$ cat config.mk
export PLATFORM = sky130hd
export DESIGN_NAME = apb_lane_port
export DESIGN_NICKNAME = d
export VERILOG_FILES = /design/src/verilog/mem_pkg.sv /design/src/verilog/apb_lane_port.sv
export SDC_FILE = /design/constraint.sdc
export NUM_CORES = 1
export LEC_CHECK = 0
export BUFFER_PORTS_ARGS = -buffer_cell sky130_fd_sc_hd__buf_2
export CAP_MARGIN = 10
export CORE_AREA = 2 2 148 150
export DETAILED_ROUTE_END_ITERATION = 8
export DIE_AREA = 0 0 150 152
export GPL_TIMING_DRIVEN = 1
export HOLD_SLACK_MARGIN = 0.1
export PLACE_DENSITY_LB_ADDON = 0.12
export RECOVER_POWER = 50
export SETUP_SLACK_MARGIN = 0.05
export SYNTH_ARGS = -nofsm -noshare
export SYNTH_HDL_FRONTEND = slang
export SYNTH_SLANG_ARGS = --single-unit
$ cat constraint.sdc
create_clock -name CLK -period 6.3 [get_ports CLK]
set_input_delay 0.63 -clock CLK [delete_from_list [all_inputs] [get_ports CLK]]
set_output_delay 0.63 -clock CLK [all_outputs]
set_load 0.005 [all_outputs]
$ cat src/verilog/mem_pkg.sv
`default_nettype none

package mem_pkg;

    // access size, low two bits of the control sideband
    typedef enum logic [1:0] {
        SIZE_BYTE = 2'd0,
        SIZE_HALF = 2'd1,
        SIZE_WORD = 2'd2
    } size_t;

    // bit 2 unsigned flag, bits 1..0 size
    localparam int CTRL_W     = 3;

    // line geometry shared by cache and store
    localparam int LINE_BYTES = 16;
    localparam int LINE_W     = LINE_BYTES * 8;
    localparam int OFFS_W     = 4;
    localparam int WORD_W     = 32;

    typedef enum logic [1:0] {
        C_IDLE,
        C_LOOKUP,
        C_REFILL,
        C_WRITE
    } cache_state_t;

endpackage

`default_nettype wire

$ cat src/verilog/apb_lane_port.sv
`default_nettype none

module apb_lane_port #(
    parameter int ADDR_W = 16
) (
    input  wire                                  CLK,
    input  wire                                  i_rrst_x,
    input  wire                                  i_psel,
    input  wire                                  i_penable,
    input  wire                                  i_pwrite,
    input  wire  [ADDR_W-1:0]                    i_paddr,
    input  wire  [mem_pkg::WORD_W-1:0]           i_pwdata,
    input  wire  [mem_pkg::CTRL_W-1:0]           i_pctrl,
    input  wire                                  i_done,
    input  wire  [mem_pkg::LINE_W-1:0]           i_rline,
    output logic                                 o_pready,
    output logic [mem_pkg::WORD_W-1:0]           o_prdata,
    output logic                                 o_req,
    output wire                                  o_we,
    output wire  [ADDR_W-mem_pkg::OFFS_W-1:0]    o_addr,
    output wire  [mem_pkg::LINE_W-1:0]           o_wline,
    output wire  [mem_pkg::LINE_BYTES-1:0]       o_wmask,
    output wire  [mem_pkg::CTRL_W-1:0]           o_ctrl
);
    localparam int PAD_W = mem_pkg::LINE_W - mem_pkg::WORD_W;

    logic                          r_busy;
    logic                          r_we;
    logic [ADDR_W-1:0]             r_addr;
    logic [mem_pkg::CTRL_W-1:0]    r_ctrl;
    logic [mem_pkg::WORD_W-1:0]    r_wdata;

    logic [mem_pkg::WORD_W-1:0]    w_word;
    logic [3:0]                    w_bmask;
    logic [mem_pkg::WORD_W-1:0]    w_load;

    // first access-phase cycle of a new transfer
    wire w_start = i_psel && i_penable && !r_busy;

    wire mem_pkg::size_t             w_size = mem_pkg::size_t'(r_ctrl[1:0]);
    wire                             w_uns  = r_ctrl[2];
    wire [mem_pkg::LINE_W-1:0]       w_shift;
    wire [mem_pkg::WORD_W-1:0]       w_lword;

    always_ff @(posedge CLK) begin
        if (!i_rrst_x) begin
            r_busy   <= 1'b0;
            o_req    <= 1'b0;
            o_pready <= 1'b0;
        end else begin
            o_req    <= w_start;
            o_pready <= i_done;
            // busy until the completing edge so the held access phase is not reissued
            if (w_start) begin
                r_busy <= 1'b1;
            end else if (o_pready) begin
                r_busy <= 1'b0;
            end
        end
    end

    always_ff @(posedge CLK) begin
        if (w_start) begin
            r_we    <= i_pwrite;
            r_addr  <= i_paddr;
            r_ctrl  <= i_pctrl;
            r_wdata <= i_pwdata;
        end
        if (i_done) begin
            o_prdata <= w_load;
        end
    end

    // replicate narrow stores across the word
    always_comb begin
        w_word  = r_wdata;
        w_bmask = 4'b1111;
        case (w_size)
            mem_pkg::SIZE_BYTE: begin
                w_word  = {4{r_wdata[7:0]}};
                w_bmask = 4'b0001 << r_addr[1:0];
            end
            mem_pkg::SIZE_HALF: begin
                w_word  = {2{r_wdata[15:0]}};
                w_bmask = 4'b0011 << {r_addr[1], 1'b0};
            end
            default: ;
        endcase
    end

    // word lane within the line
    assign o_wline = {{PAD_W{1'b0}}, w_word} << {r_addr[mem_pkg::OFFS_W-1:2], 5'b0};
    assign o_wmask = {{(mem_pkg::LINE_BYTES-4){1'b0}}, w_bmask}
                     << {r_addr[mem_pkg::OFFS_W-1:2], 2'b0};

    // load path, addressed byte moved down to bit 0
    assign w_shift = i_rline >> {r_addr[mem_pkg::OFFS_W-1:0], 3'b0};
    assign w_lword = w_shift[mem_pkg::WORD_W-1:0];

    always_comb begin
        case (w_size)
            mem_pkg::SIZE_BYTE: w_load = {{24{w_lword[7] & ~w_uns}}, w_lword[7:0]};
            mem_pkg::SIZE_HALF: w_load = {{16{w_lword[15] & ~w_uns}}, w_lword[15:0]};
            default:            w_load = w_lword;
        endcase
    end

    assign o_we   = r_we;
    assign o_addr = r_addr[ADDR_W-1:mem_pkg::OFFS_W];
    assign o_ctrl = r_ctrl;

endmodule

`default_nettype wire

==> results.sh <==
export IMPL_outcome="complete, but fails checks"
export IMPL_violations="capacitance limit, slew limit"
export IMPL_setup_ws_ns=2.41
export IMPL_ys_ff_latch=87
export IMPL_whs_ns=0.448
export IMPL_p_comb_frac=0.262
export IMPL_fin_skew_ns=0.0126
export IMPL_core_area_mm2=0.0214
export IMPL_leakage_nw=4.50
export IMPL_gp_congestion=0.902
export IMPL_initial_utilization=0.343
export IMPL_yosys_cell_types_count=47
export IMPL_netlist_instances=666
export IMPL_p_clk_frac=0.327
export IMPL_drtAntennaViolNets=0
export IMPL_arrival_ns=3.26
export IMPL_fp_dieW_um=150
export IMPL_drv_cap=2
export IMPL_drt_iter0_drc=498
export IMPL_place_ws_ns=2.71
export IMPL_async_flop_share=0
export IMPL_track_usage=0.253
export IMPL_die_h_um=152
export IMPL_synthTopCellsByArea="edfxtp_1 34%, mux4_2 20%, mux2i_1 15%"
export IMPL_synth_top_area_share=0.345
export IMPL_pin_count=379
export IMPL_critPathCaptureType="output port"
export IMPL_clk_latency_ns=0.36
export IMPL_clock_path_buffers=2
export IMPL_slew_viol_final=86
export IMPL_drive_gt1_frac=0.454
export IMPL_tns_ns=0
export IMPL_cts_tree="built"
export IMPL_r2r_cells=5
export IMPL_overflow=0
export IMPL_hpwl_um=21400
export IMPL_power_density_mw_per_mm2=179
export IMPL_antenna_found_initial=1
export IMPL_final_nets=1178
export IMPL_power_net_switching_mw=0.529
export IMPL_pwr_share_seq=0.411
export IMPL_p_sw_frac=0.311
export IMPL_worstPathRequired_ns=5.67
export IMPL_die_area_mm2=0.0228
export IMPL_fin_crit_sh=0.618
export IMPL_fmax_mhz=257
export IMPL_wirelength_um=28900
export IMPL_hold_violations=0
export IMPL_rr_endpoint="o_prdata[25]"
export IMPL_cts_setup_buffers=0
export IMPL_holdCritPathClass="input port to register"
export IMPL_rows=54
export IMPL_clockRootBuffer="clkbuf_16"
export IMPL_vias=7113
export IMPL_grt_pass1_vias=7261
export IMPL_slowest_stage="nand2_1"
export IMPL_io_buffers=378
export IMPL_syn_num_nets=851
export IMPL_ys_seq_area_frac=0.353
export IMPL_final_cell_area_mm2=0.00950
export IMPL_synth_top_area_cell="edfxtp_1"
export IMPL_syn_area_per_cell_um2=11.0
export IMPL_cts_buffers=9
export IMPL_dpl_instance_area_mm2=0.00925
export IMPL_cp_start_kind="register"
export IMPL_min_from="i_paddr[9]"
export IMPL_via_per_inst=5.56
export IMPL_hold_end="r_addr[9]"
export IMPL_path_clk_slew_ns=0.08
export IMPL_fin_cells=1279
export IMPL_synth_edf_count=84
export IMPL_synth_flop_cell="edfxtp_1"
export IMPL_rrSetupSlack_ns=2.80
export IMPL_synth_most_common_cell="nor2_1"
export IMPL_htreeDepth=3
export IMPL_rsz0062_at_grt="false"
export IMPL_slew_headroom=-0.921
export IMPL_clock_sinks=87
export IMPL_cp_slowest_stage_delay_ns=0.87
export IMPL_irDropWorstVdd_mv=0.128
export IMPL_dr_pass1_iters=5
export IMPL_grt_first_pass_wirelength_um=43400
export IMPL_drc=0
export IMPL_synthTopCellsByCount="142 x nor2_1, 106 x mux2i_1, 84 x edfxtp_1"
export IMPL_wl_per_cell_um=22.6
export IMPL_place_inst=1262
export IMPL_p_int_mw=1.17
export IMPL_cp_cell_sequence="buf_4 -> inv_2 -> nand2_1 -> nor2_1 -> buf_2"
export IMPL_grt_max_degree=75
export IMPL_yosys_warnings=0
export IMPL_syn2layout_area_growth_pct=29.8
export IMPL_min_period_ns=3.89
export IMPL_holdPathStages=1
export IMPL_r2r_start="r_addr[3]"
export IMPL_tightestPinTransition_ns=2.88
export IMPL_netlist_area_mm2=0.00732
export IMPL_cp_max_fo=54
export IMPL_crit_type="register to output port"
export IMPL_hold_buffers=0
export IMPL_finalSetupViolations=0
export IMPL_post_cts_resize_count=0
-- sequential cells by signal, summed over array words and instances, names as in the netlist --
register	cells
r_wdata	32
r_addr	16
o_we	1
o_pready	1
r_busy	1
o_ctrl	3
o_prdata	32
o_req	1
-- cells in the final DEF (no fill, tap or decap), types with 4 or more instances in the layout --
cell,netlist,final
nor2_1,142,142
mux2_2,4,4
buf_4,21,12
mux4_2,66,66
o221ai_1,15,15
o21ai_0,10,10
buf_2,17,348
clkbuf_16,0,9
nor2b_1,9,9
nand2_1,21,21
a211oi_1,7,7
o32ai_1,8,8
clkbuf_1,29,31
a21o_1,12,12
a211o_1,7,7
edfxtp_1,84,84
and2_1,11,10
and3_1,24,24
mux2i_1,106,106
a21oi_1,23,23
nand2b_1,4,4
-- worst max path at each step --
stage,startpoint,endpoint,slack [ns],cells after the start
after floorplan,i_psel,o_ctrl[0],2.91,2
after global placement,r_addr[3],o_wline[43],2.80,5
after detailed placement,r_addr[3],o_wline[43],2.71,5
after CTS,r_addr[3],o_wline[43],2.31,5
after global routing,r_addr[3],o_wline[43],2.07,5
final,r_addr[3],o_wline[43],2.41,5
-- metrics by stage --
stage / util / power (mW)
final: 0.445 / 1.70
after global routing: 0.445 / 1.78
after CTS: 0.447 / 1.72
after detailed placement: 0.433 / 1.16
after global placement: 0.433 / 1.16
after floorplan: - / 0.959
-- cell families (layout without fill, tap and decap cells) --
| family | count (synthesis) | count (layout) | synth area share |
|---|---|---|---|
| AND/OR/NAND/NOR | 221 | 221 | 0.133 |
| multiplexers | 177 | 177 | 0.356 |
| AO/OA/AOI/OAI | 101 | 101 | 0.0989 |
| flip-flops | 87 | 87 | 0.353 |
| buffers and inverters | 80 | 412 | 0.0588 |
| other | 0 | 1 | 0 |
-- layer usage --
layer | track usage | part of all wire | up-vias
met5 | 0 | 0 | -
met4 | 0.0755 | 0.022 | 0
met3 | 0.0517 | 0.079 | 38
met2 | 0.427 | 0.49 | 389
met1 | 0.326 | 0.41 | 3477
li1 | - | - | 3209
-- power groups by stage --
stage | Combinational [mW] | Clock (mW) | Sequential, mW
2_1_floorplan | 0.254 | 0 | 0.706
3_3_place_gp | 0.450 | 0 | 0.710
3_5_place_dp | 0.449 | 0 | 0.710
4_1_cts | 0.451 | 0.570 | 0.697
5_1_grt | 0.483 | 0.592 | 0.702
6_report | 0.445 | 0.557 | 0.699
-- worst max-delay path, delay by kind of cell, from the launching register on --
| family | cells | cell delay (ns) |
|---|---|---|
| flip-flops | 1 | 0.37 |
| AND/OR/NAND/NOR | 2 | 1.22 |
| buffers and inverters | 3 | 1.26 |
-- cell type report --
class / instances / area [um2]
Sequential cell: 87 / 2580
Timing Repair Buffer: 391 / 1950
Tap cell: 280 / 350
Clock buffer: 9 / 225
Clock inverter: 7 / 68.8
Multi-Input combinational cell: 499 / 4300
Antenna cell: 1 / 2.50
Fill cell: 2169 / 11900
Inverter: 5 / 18.8
Power figures use the tool's default switching activity.
