File: src/verilog/mem_pkg.sv
`default_nettype none

package mem_pkg;

    // access size, low two bits of the control sideband
    typedef enum logic [1:0] {
        SIZE_BYTE = 2'd0,
        SIZE_HALF = 2'd1,
        SIZE_WORD = 2'd2
    } size_t;

    // bit 2 unsigned flag, bits 1..0 size
    localparam int CTRL_W     = 3;

    // line geometry shared by cache and store
    localparam int LINE_BYTES = 16;
    localparam int LINE_W     = LINE_BYTES * 8;
    localparam int OFFS_W     = 4;
    localparam int WORD_W     = 32;

    typedef enum logic [1:0] {
        C_IDLE,
        C_LOOKUP,
        C_REFILL,
        C_WRITE
    } cache_state_t;

endpackage

`default_nettype wire

File: src/verilog/line_cache.sv
`default_nettype none

module line_cache #(
    parameter int ADDR_W      = 16,
    parameter int CACHE_LINES = 8
) (
    input  wire                                  CLK,
    input  wire                                  i_rrst_x,
    input  wire                                  i_req,
    input  wire                                  i_we,
    input  wire  [ADDR_W-mem_pkg::OFFS_W-1:0]    i_addr,
    input  wire  [mem_pkg::LINE_W-1:0]           i_wline,
    input  wire  [mem_pkg::LINE_BYTES-1:0]       i_wmask,
    input  wire                                  i_st_ack,
    input  wire  [mem_pkg::LINE_W-1:0]           i_st_rdata,
    output wire                                  o_done,
    output wire  [mem_pkg::LINE_W-1:0]           o_rline,
    output wire                                  o_st_req,
    output wire                                  o_st_we,
    output wire  [ADDR_W-mem_pkg::OFFS_W-1:0]    o_st_line,
    output wire  [mem_pkg::LINE_W-1:0]           o_st_wdata,
    output wire  [mem_pkg::LINE_BYTES-1:0]       o_st_mask
);
    localparam int LA_W  = ADDR_W - mem_pkg::OFFS_W;
    localparam int IDX_W = $clog2(CACHE_LINES);
    localparam int TAG_W = LA_W - IDX_W;
    localparam int ENT_W = 1 + TAG_W + mem_pkg::LINE_W;

    mem_pkg::cache_state_t           r_state;
    logic                            r_pend;
    logic                            r_sweep_on;
    logic [IDX_W-1:0]                r_sweep_idx;
    logic [LA_W-1:0]                 r_addr;
    logic                            r_we;
    logic [mem_pkg::LINE_W-1:0]      r_wline;
    logic [mem_pkg::LINE_BYTES-1:0]  r_wmask;

    // entry is {valid, tag, line}
    logic [ENT_W-1:0]                mem [CACHE_LINES];
    logic [ENT_W-1:0]                r_ent;

    wire                             w_ent_v;
    wire [TAG_W-1:0]                 w_ent_tag;
    wire [mem_pkg::LINE_W-1:0]       w_ent_data;
    assign {w_ent_v, w_ent_tag, w_ent_data} = r_ent;

    wire w_idle   = (r_state == mem_pkg::C_IDLE);
    wire w_lookup = (r_state == mem_pkg::C_LOOKUP);
    wire w_refill = (r_state == mem_pkg::C_REFILL);
    wire w_write  = (r_state == mem_pkg::C_WRITE);

    // a request seen during the sweep is held in r_pend
    wire             w_go   = w_idle && !r_sweep_on && (i_req || r_pend);
    wire [LA_W-1:0]  w_addr = i_req ? i_addr : r_addr;
    wire             w_hit  = w_ent_v && (w_ent_tag == r_addr[LA_W-1:IDX_W]);

    // sweep, write-through invalidate and refill share one write port
    wire             w_mwe  = r_sweep_on || (w_lookup && r_we) || (w_refill && i_st_ack);
    wire [IDX_W-1:0] w_midx = r_sweep_on ? r_sweep_idx :
                              w_idle     ? w_addr[IDX_W-1:0] : r_addr[IDX_W-1:0];
    wire [ENT_W-1:0] w_mwdata = w_refill ? {1'b1, r_addr[LA_W-1:IDX_W], i_st_rdata} : '0;

    always @(posedge CLK) begin
        if (w_mwe) begin
            mem[w_midx] <= w_mwdata;
        end
        r_ent <= mem[w_midx];
    end

    always_ff @(posedge CLK) begin
        if (!i_rrst_x) begin
            r_state     <= mem_pkg::C_IDLE;
            r_pend      <= 1'b0;
            r_sweep_on  <= 1'b1;
            r_sweep_idx <= '0;
        end else begin
            if (r_sweep_on) begin
                r_sweep_idx <= r_sweep_idx + 1'b1;
                if (r_sweep_idx == IDX_W'(CACHE_LINES - 1)) begin
                    r_sweep_on <= 1'b0;
                end
            end
            if (w_go) begin
                r_pend <= 1'b0;
            end else if (i_req) begin
                r_pend <= 1'b1;
            end
            case (r_state)
                mem_pkg::C_IDLE: begin
                    if (w_go) begin
                        r_state <= mem_pkg::C_LOOKUP;
                    end
                end
                mem_pkg::C_LOOKUP: begin
                    if (r_we) begin
                        r_state <= mem_pkg::C_WRITE;
                    end else if (w_hit) begin
                        r_state <= mem_pkg::C_IDLE;
                    end else begin
                        r_state <= mem_pkg::C_REFILL;
                    end
                end
                default: begin
                    if (i_st_ack) begin
                        r_state <= mem_pkg::C_IDLE;
                    end
                end
            endcase
        end
    end

    // request fields stay put until the store acks
    always_ff @(posedge CLK) begin
        if (w_idle && i_req) begin
            r_addr  <= i_addr;
            r_we    <= i_we;
            r_wline <= i_wline;
            r_wmask <= i_wmask;
        end
    end

    assign o_done     = (w_lookup && !r_we && w_hit) || ((w_refill || w_write) && i_st_ack);
    assign o_rline    = w_lookup ? w_ent_data : i_st_rdata;
    assign o_st_req   = w_refill || w_write;
    assign o_st_we    = w_write;
    assign o_st_line  = r_addr;
    assign o_st_wdata = r_wline;
    assign o_st_mask  = r_wmask;

endmodule

`default_nettype wire

File: config.mk
export PLATFORM = sky130hd
export DESIGN_NAME = line_cache
export DESIGN_NICKNAME = d
export VERILOG_FILES = /design/src/verilog/mem_pkg.sv /design/src/verilog/line_cache.sv
export SDC_FILE = /design/constraint.sdc
export NUM_CORES = 2
export LEC_CHECK = 0
export BUFFER_PORTS_ARGS = -buffer_cell sky130_fd_sc_hd__buf_2
export CORE_MARGIN = 3
export CORE_UTILIZATION = 63
export CTS_BUF_LIST = sky130_fd_sc_hd__clkbuf_16
export DETAILED_ROUTE_END_ITERATION = 6
export GPL_TIMING_DRIVEN = 1
export HOLD_SLACK_MARGIN = 0.05
export PLACE_DENSITY = 0.84
export SYNTH_ARGS = -nofsm -noshare
export SYNTH_HDL_FRONTEND = slang
export SYNTH_SLANG_ARGS = --single-unit
File: constraint.sdc
create_clock -name CLK -period 18.8 [get_ports CLK]
set_input_delay 0.94 -clock CLK [delete_from_list [all_inputs] [get_ports CLK]]
set_output_delay 0.94 -clock CLK [all_outputs]
set_load 0.02 [all_outputs]
==> impl_metrics.yaml <==
run_status:
  run_status: "finished clean"
yosys:
  netlist_area_um2: 56230
  synth_xor_area_share_pct: 0.1402
  ys.flop_type: "edfxtp_1"
  synth.area.top_cells: "edfxtp_1 (67%), a21o_1 (5.5%), dfxtp_1 (5.2%), o21ai_0 (3.7%), nand3_1 (3.7%)"
  synth-edff-count: 1261
  ys_seq_area_share_pct: 72.51
  synth_fa_ha_area_share_pct: 0.04451
  syn-num-nets: 4453
  synth_compound_area_share_pct: 13.12
  synth-async-reset-ratio_pct: 0
  synth.distinct_cells: 44
  synth_area_leader_cell: "edfxtp_1"
  synth_top_family_by_area: "compound AO/OA/AOI/OAI gates"
  syn_avg_cell_area_um2: 13.51
  ys_ff_latch: 1406
  yosys.area_share.simple_pct: 11.25
  synth_top_area_share_pct: 67.35
  yosys_warnings: 0
  synthMuxAreaShare_pct: 0.07566
  synthCells: 4162
floorplanning:
  die_w_um: 304.7
  dieArea_um2: 92870
  core_um2: 87560
  initial_core_util_pct: 64.21
  rows: 108
  pin_count: 576
  die_h_um: 304.7
sta:
  final.min_clock_period_ns: 5.876
  rsz0062_at_grt: "false"
  fmax_mhz: 170.2
  setup_violations: 0
  drv_slew: 0
  fin_worst_hold_slack_ns: 0.3822
  finalSetupTns_ns: 0
  worst_pin_slew_ns: 1.143
  relSlewSlack_pct: 23.77
  clock_skew_ns: 0.03247
  hold_viol: 0
  period_share_pct: 31.26
clock_tree:
  clk_pin_slew_ns: 0.06
  post_cts_buffers: 0
  hold_buffers: 0
  cts_resized: 0
  cts_made_buffers: 137
  clkLatencyLatePin_ns: 0.75
  clk_path_buf_depth: 3
  ctsRootBufferMaster: "clkbuf_16"
  cts_sinks: 1406
  cts_max_level: 4
  cts_tree: "yes"
placement:
  hpwl_um: 77380
  gp_congestion: 0.8624
  dpl_cell_area_um2: 59570
  numPortBuffers: 575
routing:
  remaining_drc_errors: 0
  wire_per_inst_um: 25.28
  vias_per_cell: 6.516
  final_antenna_net_count: 0
  wl_um: 147400
  drtIter0Drc: 4929
  dr.pass1.iters: 6
  vias: 38000
setup_path:
  endpoint_kind: "flip-flop"
  critical_path_class: "reg2reg"
  cp_max_fo: 139
  cp.required_ns: 19.14
  critPathArrivalTime_ns: 6.21
  reg2regPathDepth: 8
  start_kind: "flip-flop"
power_and_ir_drop:
  power_density_nw_per_um2: 108.7
  leakage_uw: 0.02320
  power_uw: 6949
  vdd.ir_drop.worst_v: 0.00009717
job:
  maxCapViolCount: 0
hold_path:
  hold_path_class: "in2reg"
  whs_path_depth: 1
layout:
  finalNetCount: 4847
  finalInstanceArea_um2: 63940
  areaGrowthSynthToFinish_pct: 13.73
  layout-drive-gt1-share_pct: 17.86
global_routing:
  grt_max_degree: 232
  antenna_found_initial: 12
  grt_pass1_wl_um: 222600
  grt_use_total_pct: 31.05
  gr-total-overflow: 0
  grt_pass1_vias: 36880
[critical path: stages, from the launching register on]
cell     delay, ns
dfxtp_1       0.43
or3b_1        0.63
a211o_1       0.47
a22oi_2       0.21
buf_12        0.65
nand2_1       0.34
nor2_4        0.83
buf_4         0.82
buf_4         0.97
[path summary, 6_finish.rpt]
| path | start | to | slack, ns |
|---|---|---|---|
| setup / recovery | r_state[1]$_SDFFE_PN0P_ | mem[1][54]$_DFFE_PP_ | 12.92 |
| hold / removal | i_wline[40] | o_st_wdata[40]$_DFFE_PP_ | 0.38 |
| setup reg to reg | r_state[1]$_SDFFE_PN0P_ | mem[1][54]$_DFFE_PP_ | 12.92 |
| hold reg to reg | r_sweep_idx[0]$_SDFFE_PN0P_ | r_sweep_idx[0]$_SDFFE_PN0P_ | 0.57 |
[layout by cell type (no fill, tap or decap), drive strengths merged, types with 2 or more instances in the layout]
cell	count
a211o	3
a211oi	2
a21boi	139
a21o	413
a21oi	4
and2	138
and3	138
buf	622
bufinv	7
clkbuf	142
clkinv	59
clkinvlp	3
dfxtp	145
diode	7
edfxtp	1261
ha	2
inv	45
mux2i	3
nand2	390
nand2b	3
nand3	415
nand4	138
nor2	13
nor2b	7
nor3	2
nor4	2
o211ai	139
o21ai	417
xor2	8
[layer usage]
| metal | vias up | global-route usage, % | wire (µm) |
|---|---|---|---|
| met2 | 2500 | 48.88 | 70750 |
| li1 | 16500 | - | - |
| met1 | 18670 | 43.23 | 56100 |
| met4 | 8 | 12.05 | 4889 |
| met3 | 322 | 6.361 | 15630 |
| met5 | - | 0 | 48 |
[registers in the layout, summed over array words and instances, names as in the netlist]
name,flops
mem,1104
o_st_line,12
o_st_mask,16
o_st_wdata,128
r_ent,138
r_pend,1
r_state,2
r_sweep_idx,3
r_sweep_on,1
r_we,1
[Yosys cell counts, types with 2 or more instances]
library cell,n
and3_1,138
buf_6,8
mux2i_1,2
a21oi_1,4
nand3_1,414
ha_1,2
nor2_1,13
o211ai_1,139
a21boi_0,138
nand2b_1,3
xor2_1,8
a21o_1,413
nor4_1,2
a211o_1,3
nand4_1,138
buf_2,89
clkbuf_1,200
clkbuf_2,30
inv_1,3
and2_1,138
edfxtp_1,1261
nor2b_1,7
buf_1,38
nor3_1,2
nand2_1,390
buf_4,2
dfxtp_1,145
o21ai_0,416
[area by class of cell]
class                   instances  area [µm²]
repair buffers                622        3356
diodes                          7       17.52
clock inverters               111       804.5
well taps                    1155        1445
flip-flops and latches       1406       40770
fillers                      5352       23620
multi-input cells            2386       13980
inverters                       3       16.27
clock buffers                 142        3553
[power by group]
part / switching (µW) / total [µW] / internal (µW)
Combinational: 425 / 624 / 199
Clock: 1150 / 2630 / 1480
Sequential: 68.6 / 3700 / 3630
Total: 1650 / 6950 / 5300
[metrics by stage]
stage | setup slack (ns) | util [%] | std cells
finish | 12.92 | 73.03 | 5832
global route | 12.77 | 73.01 | 5828
CTS | 13.02 | 73.01 | 5825
detailed placement | 12.46 | 68.03 | 5572
global placement | 12.59 | 68.03 | 5572
floorplan | 9.981 | - | 4162
[kinds of logic after synthesis]
kind of cell,count (synthesis)
compound gates,1120
xor+xnor,9
fa+ha+maj,2
buf+inv,370
flops,1406
mux,3
simple gates,1252
No activity file was read; power rests on OpenSTA's default activity.
